**src/pwm_smoother_pkg.sv**
```systemverilog
// Shared widths, sample and bus types, window codes, register map and PWM period.
package pwm_smoother_pkg;

	// ************************************************************
	// Widths and sizes
	// ************************************************************
	localparam int SAMPLE_W    = 16;
	localparam int ADR_W       = 2;
	localparam int DUTY_W      = 8;
	localparam int HIST_DEPTH  = 16;
	localparam int FILL_W      = $clog2(HIST_DEPTH) + 1;     // Counts 0 to 16.
	localparam int SUM_W       = SAMPLE_W + $clog2(HIST_DEPTH);
	localparam int CTRL_WIN_W  = 3;
	localparam int CTRL_EN_BIT = 4;
	localparam int PWM_PERIOD  = 256;                        // Clocks per PWM period.
	localparam int PWM_CNT_W   = $clog2(PWM_PERIOD);

	// ************************************************************
	// Types
	// ************************************************************
	typedef logic [SAMPLE_W-1:0] sample_t;
	typedef logic [ADR_W-1:0]    wb_adr_t;
	typedef logic [DUTY_W-1:0]   duty_t;
	typedef logic [FILL_W-1:0]   fill_t;

	// Codes 5 to 7 behave as WIN_16.
	typedef enum logic [CTRL_WIN_W-1:0] {
		WIN_1  = 3'd0,
		WIN_2  = 3'd1,
		WIN_4  = 3'd2,
		WIN_8  = 3'd3,
		WIN_16 = 3'd4
	} win_sel_t;

	// ************************************************************
	// Register map
	// ************************************************************
	localparam wb_adr_t REG_CTRL   = 2'd0;   // Window code and PWM enable.
	localparam wb_adr_t REG_SAMPLE = 2'd1;
	localparam wb_adr_t REG_RESULT = 2'd2;
	localparam wb_adr_t REG_STATUS = 2'd3;   // Fill count.

endpackage

```
**src/moving_avg_filter.sv**
```systemverilog
// Moving-average filter with a 16-deep sample history, a sum stage and a divide stage.
`timescale 1ns/1ps

module moving_avg_filter import pwm_smoother_pkg::*; (
	input  logic     clk,
	input  logic     rst_n,
	input  sample_t  sample,
	input  logic     sample_valid,
	input  logic     hist_clr,
	input  win_sel_t win_sel,
	output sample_t  avg,
	output logic     avg_valid
);

	sample_t          hist [HIST_DEPTH];   // Entry 0 is the newest.
	logic [SUM_W-1:0] sum_next;
	logic [SUM_W-1:0] sum_q;
	logic [2:0]       shift_q;
	logic [4:0]       taps;
	logic             sum_valid;

	// Log2 of the window length.
	function automatic logic [2:0] win_shift(win_sel_t sel);
		case (sel)
			WIN_1:   return 3'd0;
			WIN_2:   return 3'd1;
			WIN_4:   return 3'd2;
			WIN_8:   return 3'd3;
			default: return 3'd4;       // WIN_16 and the spare codes.
		endcase
	endfunction

	// ************************************************************
	// Sample history
	// ************************************************************
	always_ff @(posedge clk) begin
		if (!rst_n || hist_clr) begin
			for (int i = 0; i < HIST_DEPTH; i++)
				hist[i] <= '0;
		end else if (sample_valid) begin
			hist[0] <= sample;
			for (int i = 1; i < HIST_DEPTH; i++)
				hist[i] <= hist[i-1];
		end
	end

	// ************************************************************
	// Stage one: sum of the new sample and the newest N-1 entries
	// ************************************************************
	assign taps = (5'd1 << win_shift(win_sel)) - 5'd1;

	always_comb begin
		sum_next = SUM_W'(sample);
		for (int i = 0; i < HIST_DEPTH - 1; i++) begin
			if (i < taps)
				sum_next = sum_next + SUM_W'(hist[i]);
		end
	end

	always_ff @(posedge clk) begin
		if (sample_valid) begin
			sum_q   <= sum_next;
			shift_q <= win_shift(win_sel);   // Window held with its sum.
		end
	end

	// ************************************************************
	// Stage two: divide by the window length
	// ************************************************************
	always_ff @(posedge clk) begin
		if (!rst_n) begin
			sum_valid <= 1'b0;
			avg_valid <= 1'b0;
			avg       <= '0;
		end else begin
			sum_valid <= sample_valid;
			avg_valid <= sum_valid;
			if (sum_valid)
				avg <= sample_t'(sum_q >> shift_q);   // Truncating mean.
		end
	end

	a_avg_latency: assert property (@(posedge clk) disable iff (!rst_n)
		avg_valid == $past(sample_valid, 2));

endmodule

```
**src/pwm_gen.sv**
```systemverilog
// Free-running PWM generator with a duty value latched at each period wrap.
`timescale 1ns/1ps

module pwm_gen import pwm_smoother_pkg::*; (
	input  logic  clk,
	input  logic  rst_n,
	input  duty_t duty,
	input  logic  pwm_en,
	output logic  pwm_out
);

	logic [PWM_CNT_W-1:0] cnt;
	duty_t                duty_q;
	logic                 wrap;

	assign wrap = (cnt == PWM_CNT_W'(PWM_PERIOD - 1));

	// ************************************************************
	// Period counter and output
	// ************************************************************
	always_ff @(posedge clk) begin
		if (!rst_n) begin
			cnt     <= '0;
			duty_q  <= '0;
			pwm_out <= 1'b0;
		end else begin
			if (wrap) begin
				cnt    <= '0;
				duty_q <= duty;            // New duty only at a period boundary.
			end else begin
				cnt <= cnt + 1'b1;
			end
			// Duty 0 never satisfies the compare.
			pwm_out <= pwm_en && (cnt < duty_q);
		end
	end

	a_pwm_off: assert property (@(posedge clk) disable iff (!rst_n)
		!pwm_en |=> !pwm_out);

endmodule

```
**src/pwm_smoother_top.sv**
```systemverilog
// Top level of the PWM smoother joining the bus control, the filter and the PWM generator.
`timescale 1ns/1ps

module pwm_smoother_top import pwm_smoother_pkg::*; (
	input  logic    clk,
	input  logic    rst_n,
	input  logic    wb_cyc,
	input  logic    wb_stb,
	input  logic    wb_we,
	input  wb_adr_t wb_adr,
	input  sample_t wb_dat_w,
	output sample_t wb_dat_r,
	output logic    wb_ack,
	output logic    pwm_out
);

	sample_t  sample;
	sample_t  avg;
	logic     sample_valid;
	logic     hist_clr;
	logic     avg_valid;
	logic     pwm_en;
	win_sel_t win_sel;
	duty_t    duty;

	// Upper byte of the average sets the duty.
	assign duty = avg[SAMPLE_W-1 -: DUTY_W];

	// ************************************************************
	// Bus slave and sequencer
	// ************************************************************
	smoother_ctrl smoother_ctrl_inst (
		.clk          (clk),
		.rst_n        (rst_n),
		.wb_cyc       (wb_cyc),
		.wb_stb       (wb_stb),
		.wb_we        (wb_we),
		.wb_adr       (wb_adr),
		.wb_dat_w     (wb_dat_w),
		.wb_dat_r     (wb_dat_r),
		.wb_ack       (wb_ack),
		.avg          (avg),
		.avg_valid    (avg_valid),
		.sample       (sample),
		.sample_valid (sample_valid),
		.hist_clr     (hist_clr),
		.win_sel      (win_sel),
		.pwm_en       (pwm_en)
	);

	// ************************************************************
	// Datapath
	// ************************************************************
	moving_avg_filter moving_avg_filter_inst (
		.clk          (clk),
		.rst_n        (rst_n),
		.sample       (sample),
		.sample_valid (sample_valid),
		.hist_clr     (hist_clr),
		.win_sel      (win_sel),
		.avg          (avg),
		.avg_valid    (avg_valid)
	);

	pwm_gen pwm_gen_inst (
		.clk     (clk),
		.rst_n   (rst_n),
		.duty    (duty),
		.pwm_en  (pwm_en),
		.pwm_out (pwm_out)
	);

endmodule

```
**src/smoother_ctrl.sv**
```systemverilog
// Wishbone classic slave with CTRL and fill-count registers and the filter sequencer FSM.
`timescale 1ns/1ps

module smoother_ctrl import pwm_smoother_pkg::*; (
	input  logic     clk,
	input  logic     rst_n,
	input  logic     wb_cyc,
	input  logic     wb_stb,
	input  logic     wb_we,
	input  wb_adr_t  wb_adr,
	input  sample_t  wb_dat_w,
	output sample_t  wb_dat_r,
	output logic     wb_ack,
	input  sample_t  avg,
	input  logic     avg_valid,
	output sample_t  sample,
	output logic     sample_valid,
	output logic     hist_clr,
	output win_sel_t win_sel,
	output logic     pwm_en
);

	typedef enum logic [1:0] {
		IDLE,
		WAIT_AVG,
		ACK
	} state_t;

	state_t     state;
	fill_t      fill;
	logic [1:0] pending;       // Results still inside the filter.
	logic       req;
	logic       wr_sample;
	logic       wr_ctrl;
	logic       rd_result;
	logic       result_wait;
	logic       accept;
	logic       capture;
	sample_t    rd_data;

	// ************************************************************
	// Bus decode
	// ************************************************************
	assign req       = wb_cyc && wb_stb;
	assign wr_sample = wb_we && (wb_adr == REG_SAMPLE);
	assign wr_ctrl   = wb_we && (wb_adr == REG_CTRL);
	assign rd_result = !wb_we && (wb_adr == REG_RESULT);

	// A result arriving this very cycle is already usable.
	assign result_wait = (pending != 2'd0) && !(avg_valid && (pending == 2'd1));

	assign accept  = (state == IDLE) && req && !(rd_result && result_wait);
	assign capture = accept || ((state == WAIT_AVG) && avg_valid && (pending == 2'd1));

	assign wb_ack = (state == ACK);

	always_comb begin
		rd_data = '0;
		case (wb_adr)
			REG_CTRL: begin
				rd_data[CTRL_WIN_W-1:0] = win_sel;
				rd_data[CTRL_EN_BIT]    = pwm_en;
			end
			REG_SAMPLE: rd_data = sample;
			REG_RESULT: rd_data = avg;
			REG_STATUS: rd_data[FILL_W-1:0] = fill;
		endcase
	end

	// ************************************************************
	// Sequencer FSM and CTRL register
	// ************************************************************
	always_ff @(posedge clk) begin
		if (!rst_n) begin
			state        <= IDLE;
			sample_valid <= 1'b0;
			hist_clr     <= 1'b0;
			win_sel      <= WIN_1;
			pwm_en       <= 1'b0;
		end else begin
			sample_valid <= 1'b0;
			hist_clr     <= 1'b0;
			case (state)
				IDLE: begin
					if (accept) begin
						state        <= ACK;
						sample_valid <= wr_sample;   // Pulses in the ack cycle.
						if (wr_ctrl) begin
							win_sel  <= win_sel_t'(wb_dat_w[CTRL_WIN_W-1:0]);
							pwm_en   <= wb_dat_w[CTRL_EN_BIT];
							hist_clr <= (wb_dat_w[CTRL_WIN_W-1:0] != win_sel);
						end
					end else if (req) begin
						state <= WAIT_AVG;             // RESULT read behind a pending sample.
					end
				end
				WAIT_AVG: begin
					if (capture)
						state <= ACK;
				end
				ACK: state <= IDLE;
				default: state <= IDLE;
			endcase
		end
	end

	// Read data and outgoing sample.
	always_ff @(posedge clk) begin
		if (accept && wr_sample)
			sample <= wb_dat_w;
		if (capture)
			wb_dat_r <= rd_data;
	end

	// ************************************************************
	// Pending results and fill count
	// ************************************************************
	always_ff @(posedge clk) begin
		if (!rst_n)
			pending <= 2'd0;
		else if (sample_valid && !avg_valid)
			pending <= pending + 2'd1;
		else if (!sample_valid && avg_valid)
			pending <= pending - 2'd1;
	end

	always_ff @(posedge clk) begin
		if (!rst_n || hist_clr)
			fill <= '0;
		else if (sample_valid && (fill != fill_t'(HIST_DEPTH)))
			fill <= fill + 1'b1;          // Saturates at the history depth.
	end

	// ************************************************************
	// Assertions
	// ************************************************************
	a_ack_in_cycle: assert property (@(posedge clk) disable iff (!rst_n)
		wb_ack |-> (wb_cyc && wb_stb));

	a_strobe_excl: assert property (@(posedge clk) disable iff (!rst_n)
		!(sample_valid && hist_clr));

endmodule

```
**config.mk**
```make
export PLATFORM = sky130hd
export DESIGN_NAME = pwm_smoother_top
export DESIGN_NICKNAME = d
export VERILOG_FILES = /design/src/pwm_smoother_pkg.sv /design/src/moving_avg_filter.sv /design/src/pwm_gen.sv /design/src/pwm_smoother_top.sv /design/src/smoother_ctrl.sv
export SDC_FILE = /design/constraint.sdc
export NUM_CORES = 1
export LEC_CHECK = 0
export ABC_AREA = 1
export BUFFER_PORTS_ARGS = -buffer_cell sky130_fd_sc_hd__clkbuf_2
export CAP_MARGIN = 10
export CORE_MARGIN = 5
export CORE_UTILIZATION = 55
export CTS_CLUSTER_DIAMETER = 40
export DETAILED_ROUTE_END_ITERATION = 7
export PLACE_DENSITY = 0.76
export REMOVE_ABC_BUFFERS = 1
export SLEW_MARGIN = 10
export SYNTH_ARGS = -nofsm -noshare
export SYNTH_HDL_FRONTEND = slang
export SYNTH_SLANG_ARGS = --single-unit
```
**constraint.sdc**
```tcl
create_clock -name clk -period 17.88 [get_ports clk]
set_input_delay 1.788 -clock clk [delete_from_list [all_inputs] [get_ports clk]]
set_output_delay 1.788 -clock clk [all_outputs]
set_load 0.01 [all_outputs]
```
==> metrics.cfg, run 1 <==
[status]
outcome=complete, no violations

[power]
total_power_mw=2.81
p_clk_frac=0.461
powerDensity_nw_per_um2=92.5
comb_power_share=0.210
leakage_nw=14.2
vdd_ir_drop_max_mv=0.0869
p_int_mw=1.97
power_switching_mw=0.839
seq_power_share=0.330
netSwitchingFraction=0.298

[timing]
setup_viol=0
relSlewSlack=0.262
fin_crit_sh=0.911
worst_pin_slew_ns=1.11
fin_worst_skew_ns=0.0396
hold_viol=0
fmax_ghz=0.0614
drv_slew=0
post-route-min-period_ns=16.29

[die]
die_y_um=232
design.die.area_um2=53900
ioPinCount=41
initial_utilization=0.556
die_w_um=232
row_count=81
fp.coreArea_um2=48800

[placed_design]
io_buffers=40
placed_cells=4177
hpwl_um=45300
place_congestion=0.883

[yosys]
synth_edf_count=295
ys.flop_type=edfxtp_1
ys_top_cells_by_area=edfxtp_1, ha_1, a21oi_1
synthArstFlopShare=0
yosysTopAreaCell=edfxtp_1
netlist_area_um2=27200
synthCells=3538
ys_ff_latch=345
ys_warn_count=0
synth.avg_cell_area_um2=7.68
synth_seq_area_share=0.363
synth_cell_type_count=58
yosysTopAreaCellShare=0.326

[clocking]
path_clk_slew_ns=0.06
cts_made_buffers=67
cts-root-buf=clkbuf_16
cts_setup_buffers=0
cts.path.max_buffers=3
htree_levels=3
ctsResizeCount=0
hold_buffers=0
worstSkewPairLatency_ns=0.60
clkSinkCount=345
cts_tree=done

[min_path]
min_from=pwm_gen_inst.duty_q[6]
whs_endpoint=pwm_gen_inst.duty_q[6]
hold_depth=2
hold_class=reg -> reg

[detailed_routing]
drc_errors=0
vias=22800
drt_iter0_markers=1579
first_pass_iters=6
ant_nets=0
wl_per_cell_um=14.8
vias_per_cell=5.31
drt_wl_total_um=63500

[run]
cap_violations=0

[cells_and_area]
layout.cells.most_common=inv_1
drive_gt1_frac=0.0947
fillerInstances=4219
area_delta_synth_final_pct=11.8
layout_common_cells=inv_1, nand2_1, nor2_1
instances_no_fill=4298
final_nets=3881
diodes=0

[critical_path]
r2r-start=smoother_ctrl_inst.win_sel[2]
start_kind=flip-flop
critPathKind=reg -> reg
cp_slowest_cell=o41ai_2
r2r_cells=91
required_ns=18.19
cpMostUsedCell=ha_1
critPathCaptureType=flip-flop
critPathMaxStageDelay_ns=0.54
cp.arrival_ns=16.61
worstReg2RegEnd=moving_avg_filter_inst.sum_q[19]
crit_fanout=26
rrSetupSlack_ns=1.59

[global_route]
grt_max_degree=133
grt_pass1_vias=22200
grt_pass1_wl_um=105000
track_usage=0.235
overflow=0
antenna_found_initial=0

worst max-delay path, delay by kind of cell (launching register included):
kind | cells | cell delay, ns
AOI/OAI and AO/OA | 31 | 5.22
adders and majority gates | 15 | 5.16
and+or+nand+nor | 28 | 3.26
xor gates and xnor gates | 7 | 1.05
buffers and inverters | 10 | 0.87
DFF | 1 | 0.43
state kept, by name (all words and copies together), names as in the netlist:
register,cells
smoother_ctrl_inst.pwm_en,1
smoother_ctrl_inst.win_sel,3
moving_avg_filter_inst.avg,16
moving_avg_filter_inst.avg_valid,1
moving_avg_filter_inst.sum_q,20
pwm_gen_inst.pwm_out,1
smoother_ctrl_inst.sample_valid,1
moving_avg_filter_inst.hist,240
smoother_ctrl_inst.fill,5
pwm_gen_inst.duty_q,8
moving_avg_filter_inst.shift_q,3
smoother_ctrl_inst.state,2
smoother_ctrl_inst.hist_clr,1
smoother_ctrl_inst.sample,16
smoother_ctrl_inst.pending,2
moving_avg_filter_inst.sum_valid,1
smoother_ctrl_inst.wb_dat_r,16
pwm_gen_inst.cnt,8
final cells by class:
cell class / instances / area [um^2] / area share
multi-input combinational: 2501 / 14700 / 0.485
clock inverter: 45 / 494 / 0.0163
sequential: 345 / 9860 / 0.325
clock buffer: 76 / 1820 / 0.0598
inverter: 610 / 2290 / 0.0754
timing repair buffer: 57 / 340 / 0.0112
tap: 664 / 831 / 0.0274
synthesized netlist by cell type, types with 51 or more instances:
| cell | count |
|---|---|
| inv_1 | 588 |
| o21ai_0 | 180 |
| ha_1 | 261 |
| nand2_1 | 541 |
| nand3_1 | 120 |
| a21oi_1 | 445 |
| clkbuf_1 | 72 |
| xor2_1 | 75 |
| a31oi_1 | 51 |
| nor2_1 | 462 |
| or2_2 | 62 |
| edfxtp_1 | 295 |
cell families (layout without fill, tap and decap cells):
kind of cell / after synthesis / after routing / synth area share
and+or+nand+nor: 1313 / 1313 / 0.210
muxes: 2 / 2 / 0.000737
AOI/OAI and AO/OA: 791 / 791 / 0.160
adders and majority gates: 276 / 276 / 0.131
DFF: 345 / 345 / 0.363
buffers and inverters: 692 / 788 / 0.0960
xor gates and xnor gates: 119 / 119 / 0.0384
stage by stage:
step,area [um^2],setup WS (ns),setup TNS (ns),hold slack [ns],utilization
2_1_floorplan,26800,-1.00,-4.18,0.430,-
3_3_place_gp,28000,1.65,0,0.443,0.574
3_5_place_dp,28000,1.58,0,0.456,0.574
4_1_cts,30300,1.35,0,0.467,0.621
5_1_grt,30400,-0.00745,-0.00745,0.490,0.622
6_report,30400,1.59,0,0.466,0.622
per-layer routing:
layer | wire [um] | track usage | vias up
li1 | - | - | 11800
met1 | 27800 | 0.304 | 10300
met2 | 30400 | 0.405 | 540
met3 | 3240 | 0.0325 | 127
met4 | 2090 | 0.0853 | 0
met5 | 0 | 0 | -
worst max path at each step:
stage	endpoint	slack (ns)	start
5_1_grt	moving_avg_filter_inst.sum_q[19]	-0.007	smoother_ctrl_inst.win_sel[2]
3_3_place_gp	moving_avg_filter_inst.sum_q[19]	1.65	smoother_ctrl_inst.win_sel[2]
6_report	moving_avg_filter_inst.sum_q[19]	1.59	smoother_ctrl_inst.win_sel[2]
2_1_floorplan	moving_avg_filter_inst.sum_q[19]	-1.00	smoother_ctrl_inst.win_sel[2]
4_1_cts	moving_avg_filter_inst.sum_q[19]	1.35	smoother_ctrl_inst.win_sel[2]
3_5_place_dp	moving_avg_filter_inst.sum_q[19]	1.58	smoother_ctrl_inst.win_sel[2]
power groups by stage:
stage | logic [mW] | clock network (mW) | registers (mW)
floorplan | 0.449 | 0 | 0.945
global placement | 0.566 | 0 | 0.941
detailed placement | 0.577 | 0 | 0.941
CTS | 0.585 | 1.31 | 0.926
global route | 0.672 | 1.35 | 0.929
finish | 0.590 | 1.29 | 0.926
Note: power is estimated with default switching activity, not from simulation.
==> inputs of run 2 (changes only) <==
--- a/config.mk
+++ b/config.mk
@@ -5,7 +5,6 @@
 export SDC_FILE = /design/constraint.sdc
 export NUM_CORES = 1
 export LEC_CHECK = 0
-export ABC_AREA = 1
 export BUFFER_PORTS_ARGS = -buffer_cell sky130_fd_sc_hd__clkbuf_2
 export CAP_MARGIN = 10
 export CORE_MARGIN = 5
==> metrics.cfg, run 2 <==
[status]
outcome=complete, no violations

[die]
die_y_um=233  ; +0.16%
ioPinCount=41  ; unchanged
row_count=81  ; unchanged
initial_utilization=0.557  ; +0.000741
die_w_um=233  ; +0.16%
fp.coreArea_um2=49000  ; +0.21%
design.die.area_um2=54100  ; +0.32%

[timing]
fin_worst_skew_ns=0.0254  ; -0.0141 ns
whs_ns=0.458  ; -0.00788 ns
fmax_ghz=0.0591  ; -3.8%
setup_viol=0  ; unchanged
relSlewSlack=0.266  ; +0.00306
hold_viol=0  ; unchanged
post-route-min-period_ns=16.93  ; +0.640 ns
drv_slew=0  ; unchanged
worst_pin_slew_ns=1.10  ; -0.0112 ns
fin_crit_sh=0.947  ; +0.0358
setup-tns-final_ns=0  ; unchanged

[detailed_routing]
wl_per_cell_um=20.2  ; +36%
ant_nets=0  ; unchanged
topRoutingLayerUsed=met4
wl_met3_um=3720  ; +15%
vias=22100  ; -3.3%
drc_errors=0  ; unchanged
vias_per_cell=6.12  ; +15%
drt_wl_total_um=72600  ; +14%
drt-met1-wl_um=30800  ; +11%
wl_met2_um=35300  ; +16%
first_pass_iters=8  ; +2
drt_iter0_markers=1675  ; +6.1%

[critical_path]
required_ns=18.21  ; +0.02 ns
start_kind=flip-flop
path_delay_family=compound AO/OA/AOI/OAI gates
critPathKind=reg -> reg
crit_fanout=7  ; -73%
critPathMaxStageDelay_ns=0.55  ; about the same
cp.arrival_ns=17.27  ; +0.66 ns
r2r_cells=82  ; -9.9%
path_depth=82  ; -9.9%
critPathCaptureType=flip-flop
rrSetupSlack_ns=0.95  ; -0.64 ns
cp_slowest_cell=fa_1
path_buf_inv=2  ; -8

[yosys]
yosysTopAreaCellShare=0.325  ; -0.00111
synth_edf_count=295  ; unchanged
yosysTopAreaCell=edfxtp_1
synth.most_common_cell=edfxtp_1
ys_warn_count=0  ; unchanged
synthArstFlopShare=0  ; unchanged
netlist_area_um2=27200  ; +0.34%
ys.flop_type=edfxtp_1
synthCells=2854  ; -19%
synth_common_cells=edfxtp_1, ha_1, a21o_1
ys_ff_latch=345  ; unchanged
synth_cell_type_count=91  ; +57%
synth.avg_cell_area_um2=9.55  ; +24%
synth_seq_area_share=0.362  ; -0.00123
ys_top_cells_by_area=edfxtp_1, ha_1, a21o_1

[min_path]
hold_depth=1  ; -1
hold_class=reg -> reg

[power]
leakage_nw=14.0  ; -1.3%
powerDensity_nw_per_um2=89.5  ; -3.3%
vdd_ir_drop_max_mv=0.100  ; +15%
total_power_mw=2.77  ; -1.4%

[cells_and_area]
multi_input_area_um2=16800  ; +14%
top_register=moving_avg_filter_inst.hist
layout_common_cells=edfxtp_1, ha_1, a21o_1
instances_no_fill=3604  ; -16%
reg.largest.list=moving_avg_filter_inst.hist: 240 flops, moving_avg_filter_inst.sum_q: 20 flops
diodes=0  ; unchanged
final_nets=3184  ; -18%
largest_register_ffs=240  ; unchanged
fin_util=0.633  ; +0.0110
layout.cells.most_common=edfxtp_1
drive_gt1_frac=0.105  ; +0.0104
area_delta_synth_final_pct=13.6
fillerInstances=3911  ; -7.3%
seqCellArea_um2=9870  ; about the same

[clocking]
clkSinkCount=345  ; unchanged
cts_made_buffers=68  ; +1.5%
worstSkewPairLatency_ns=0.61  ; about the same
cts_tree=done
cts.path.max_buffers=3  ; unchanged
cts-root-buf=clkbuf_16
htree_levels=3  ; unchanged
path_clk_slew_ns=0.05  ; about the same

[placed_design]
placed_cells=3470  ; -17%
io_buffers=40  ; unchanged
place_congestion=0.925  ; +4.7%
hpwl_um=51400  ; +13%

[global_route]
grt_pass1_wl_um=115000  ; +9.5%
grt_max_degree=236  ; +77%
antenna_found_initial=0  ; unchanged
grt_pass1_vias=22200  ; +0.054%
track_usage=0.261  ; +0.0258
overflow=0  ; unchanged

[run]
cap_violations=0  ; unchanged

## run 2: changes by cell type after synthesis, sizes merged, moves of 55 or more
cell / before / now
inv: 600 / 145
nand2: 585 / 143
nor2: 471 / 185
a21oi: 448 / 219
a21o: 9 / 219
and3: 2 / 181
xnor2: 44 / 153
and2: 3 / 107
nand3: 142 / 39
or2: 62 / 7
## run 2: routing by layer
layer	vias up	GRT usage
li1	10600	-
met4	0	0.102
met2	666	0.443
met1	10600	0.337
met3	202	0.0395
met5	-	0
## run 2: worst reg2reg max path, delay by kind of cell, from the launching register on
| kind | cells | cell delay [ns] |
|---|---|---|
| flip-flops | 1 | 0.43 |
| AO/OA/AOI/OAI | 37 | 6.95 |
| multiplexers | 1 | 0.31 |
| buffers and inverters | 2 | 0.15 |
| XOR/XNOR | 10 | 1.43 |
| AND/OR/NAND/NOR | 17 | 2.18 |
| adder cells (fa/ha/maj) | 15 | 5.22 |
## run 2: worst paths after layout
| kind | start | endpoint |
|---|---|---|
| worst max-delay path | smoother_ctrl_inst.sample[0] | moving_avg_filter_inst.sum_q[19] |
| worst max register to register | smoother_ctrl_inst.sample[0] | moving_avg_filter_inst.sum_q[19] |
| worst min register to register | pwm_gen_inst.cnt[0] | pwm_gen_inst.cnt[0] |
| worst min-delay path | pwm_gen_inst.cnt[0] | pwm_gen_inst.cnt[0] |
## run 2: timing repair
item	4_1_cts	5_1_grt
resized for setup	4	90
pin swaps	0	20
setup endpoints to repair	1	5
hold buffers	0	0
setup buffers	0	9
## run 2: layout make-up
class                           count  share of cell area
Clock inverter                     53              0.0212
Sequential cell                   345               0.319
Multi-Input combinational cell   2246               0.543
Tap cell                          664              0.0268
Clock buffer                       72              0.0561
Inverter                          146              0.0177
Timing Repair Buffer               78              0.0165
## run 2: logic make-up (layout without fill, tap and decap cells)
group | Yosys count | in the layout | share of synthesized area
mux | 56 | 56 | 0.0223
buf+inv | 263 | 349 | 0.0365
compound gates | 875 | 875 | 0.215
simple gates | 806 | 806 | 0.154
xor+xnor | 233 | 233 | 0.0786
flops | 345 | 345 | 0.362
fa+ha+maj | 276 | 276 | 0.131
## run 2: power breakdown
group | switching [mW] | internal [mW]
logic | 0.291 | 0.211
registers | 0.0207 | 0.907
clock network | 0.464 | 0.876
total | 0.776 | 1.99
## run 2: per-stage QoR
step | worst slack, ns | area (um^2)
finish | 0.947 | 31000
global route | -0.0778 | 31000
CTS | 0.0189 | 30500
detailed placement | -0.281 | 28100
global placement | 0.299 | 28100
floorplan | -3.76 | 26800
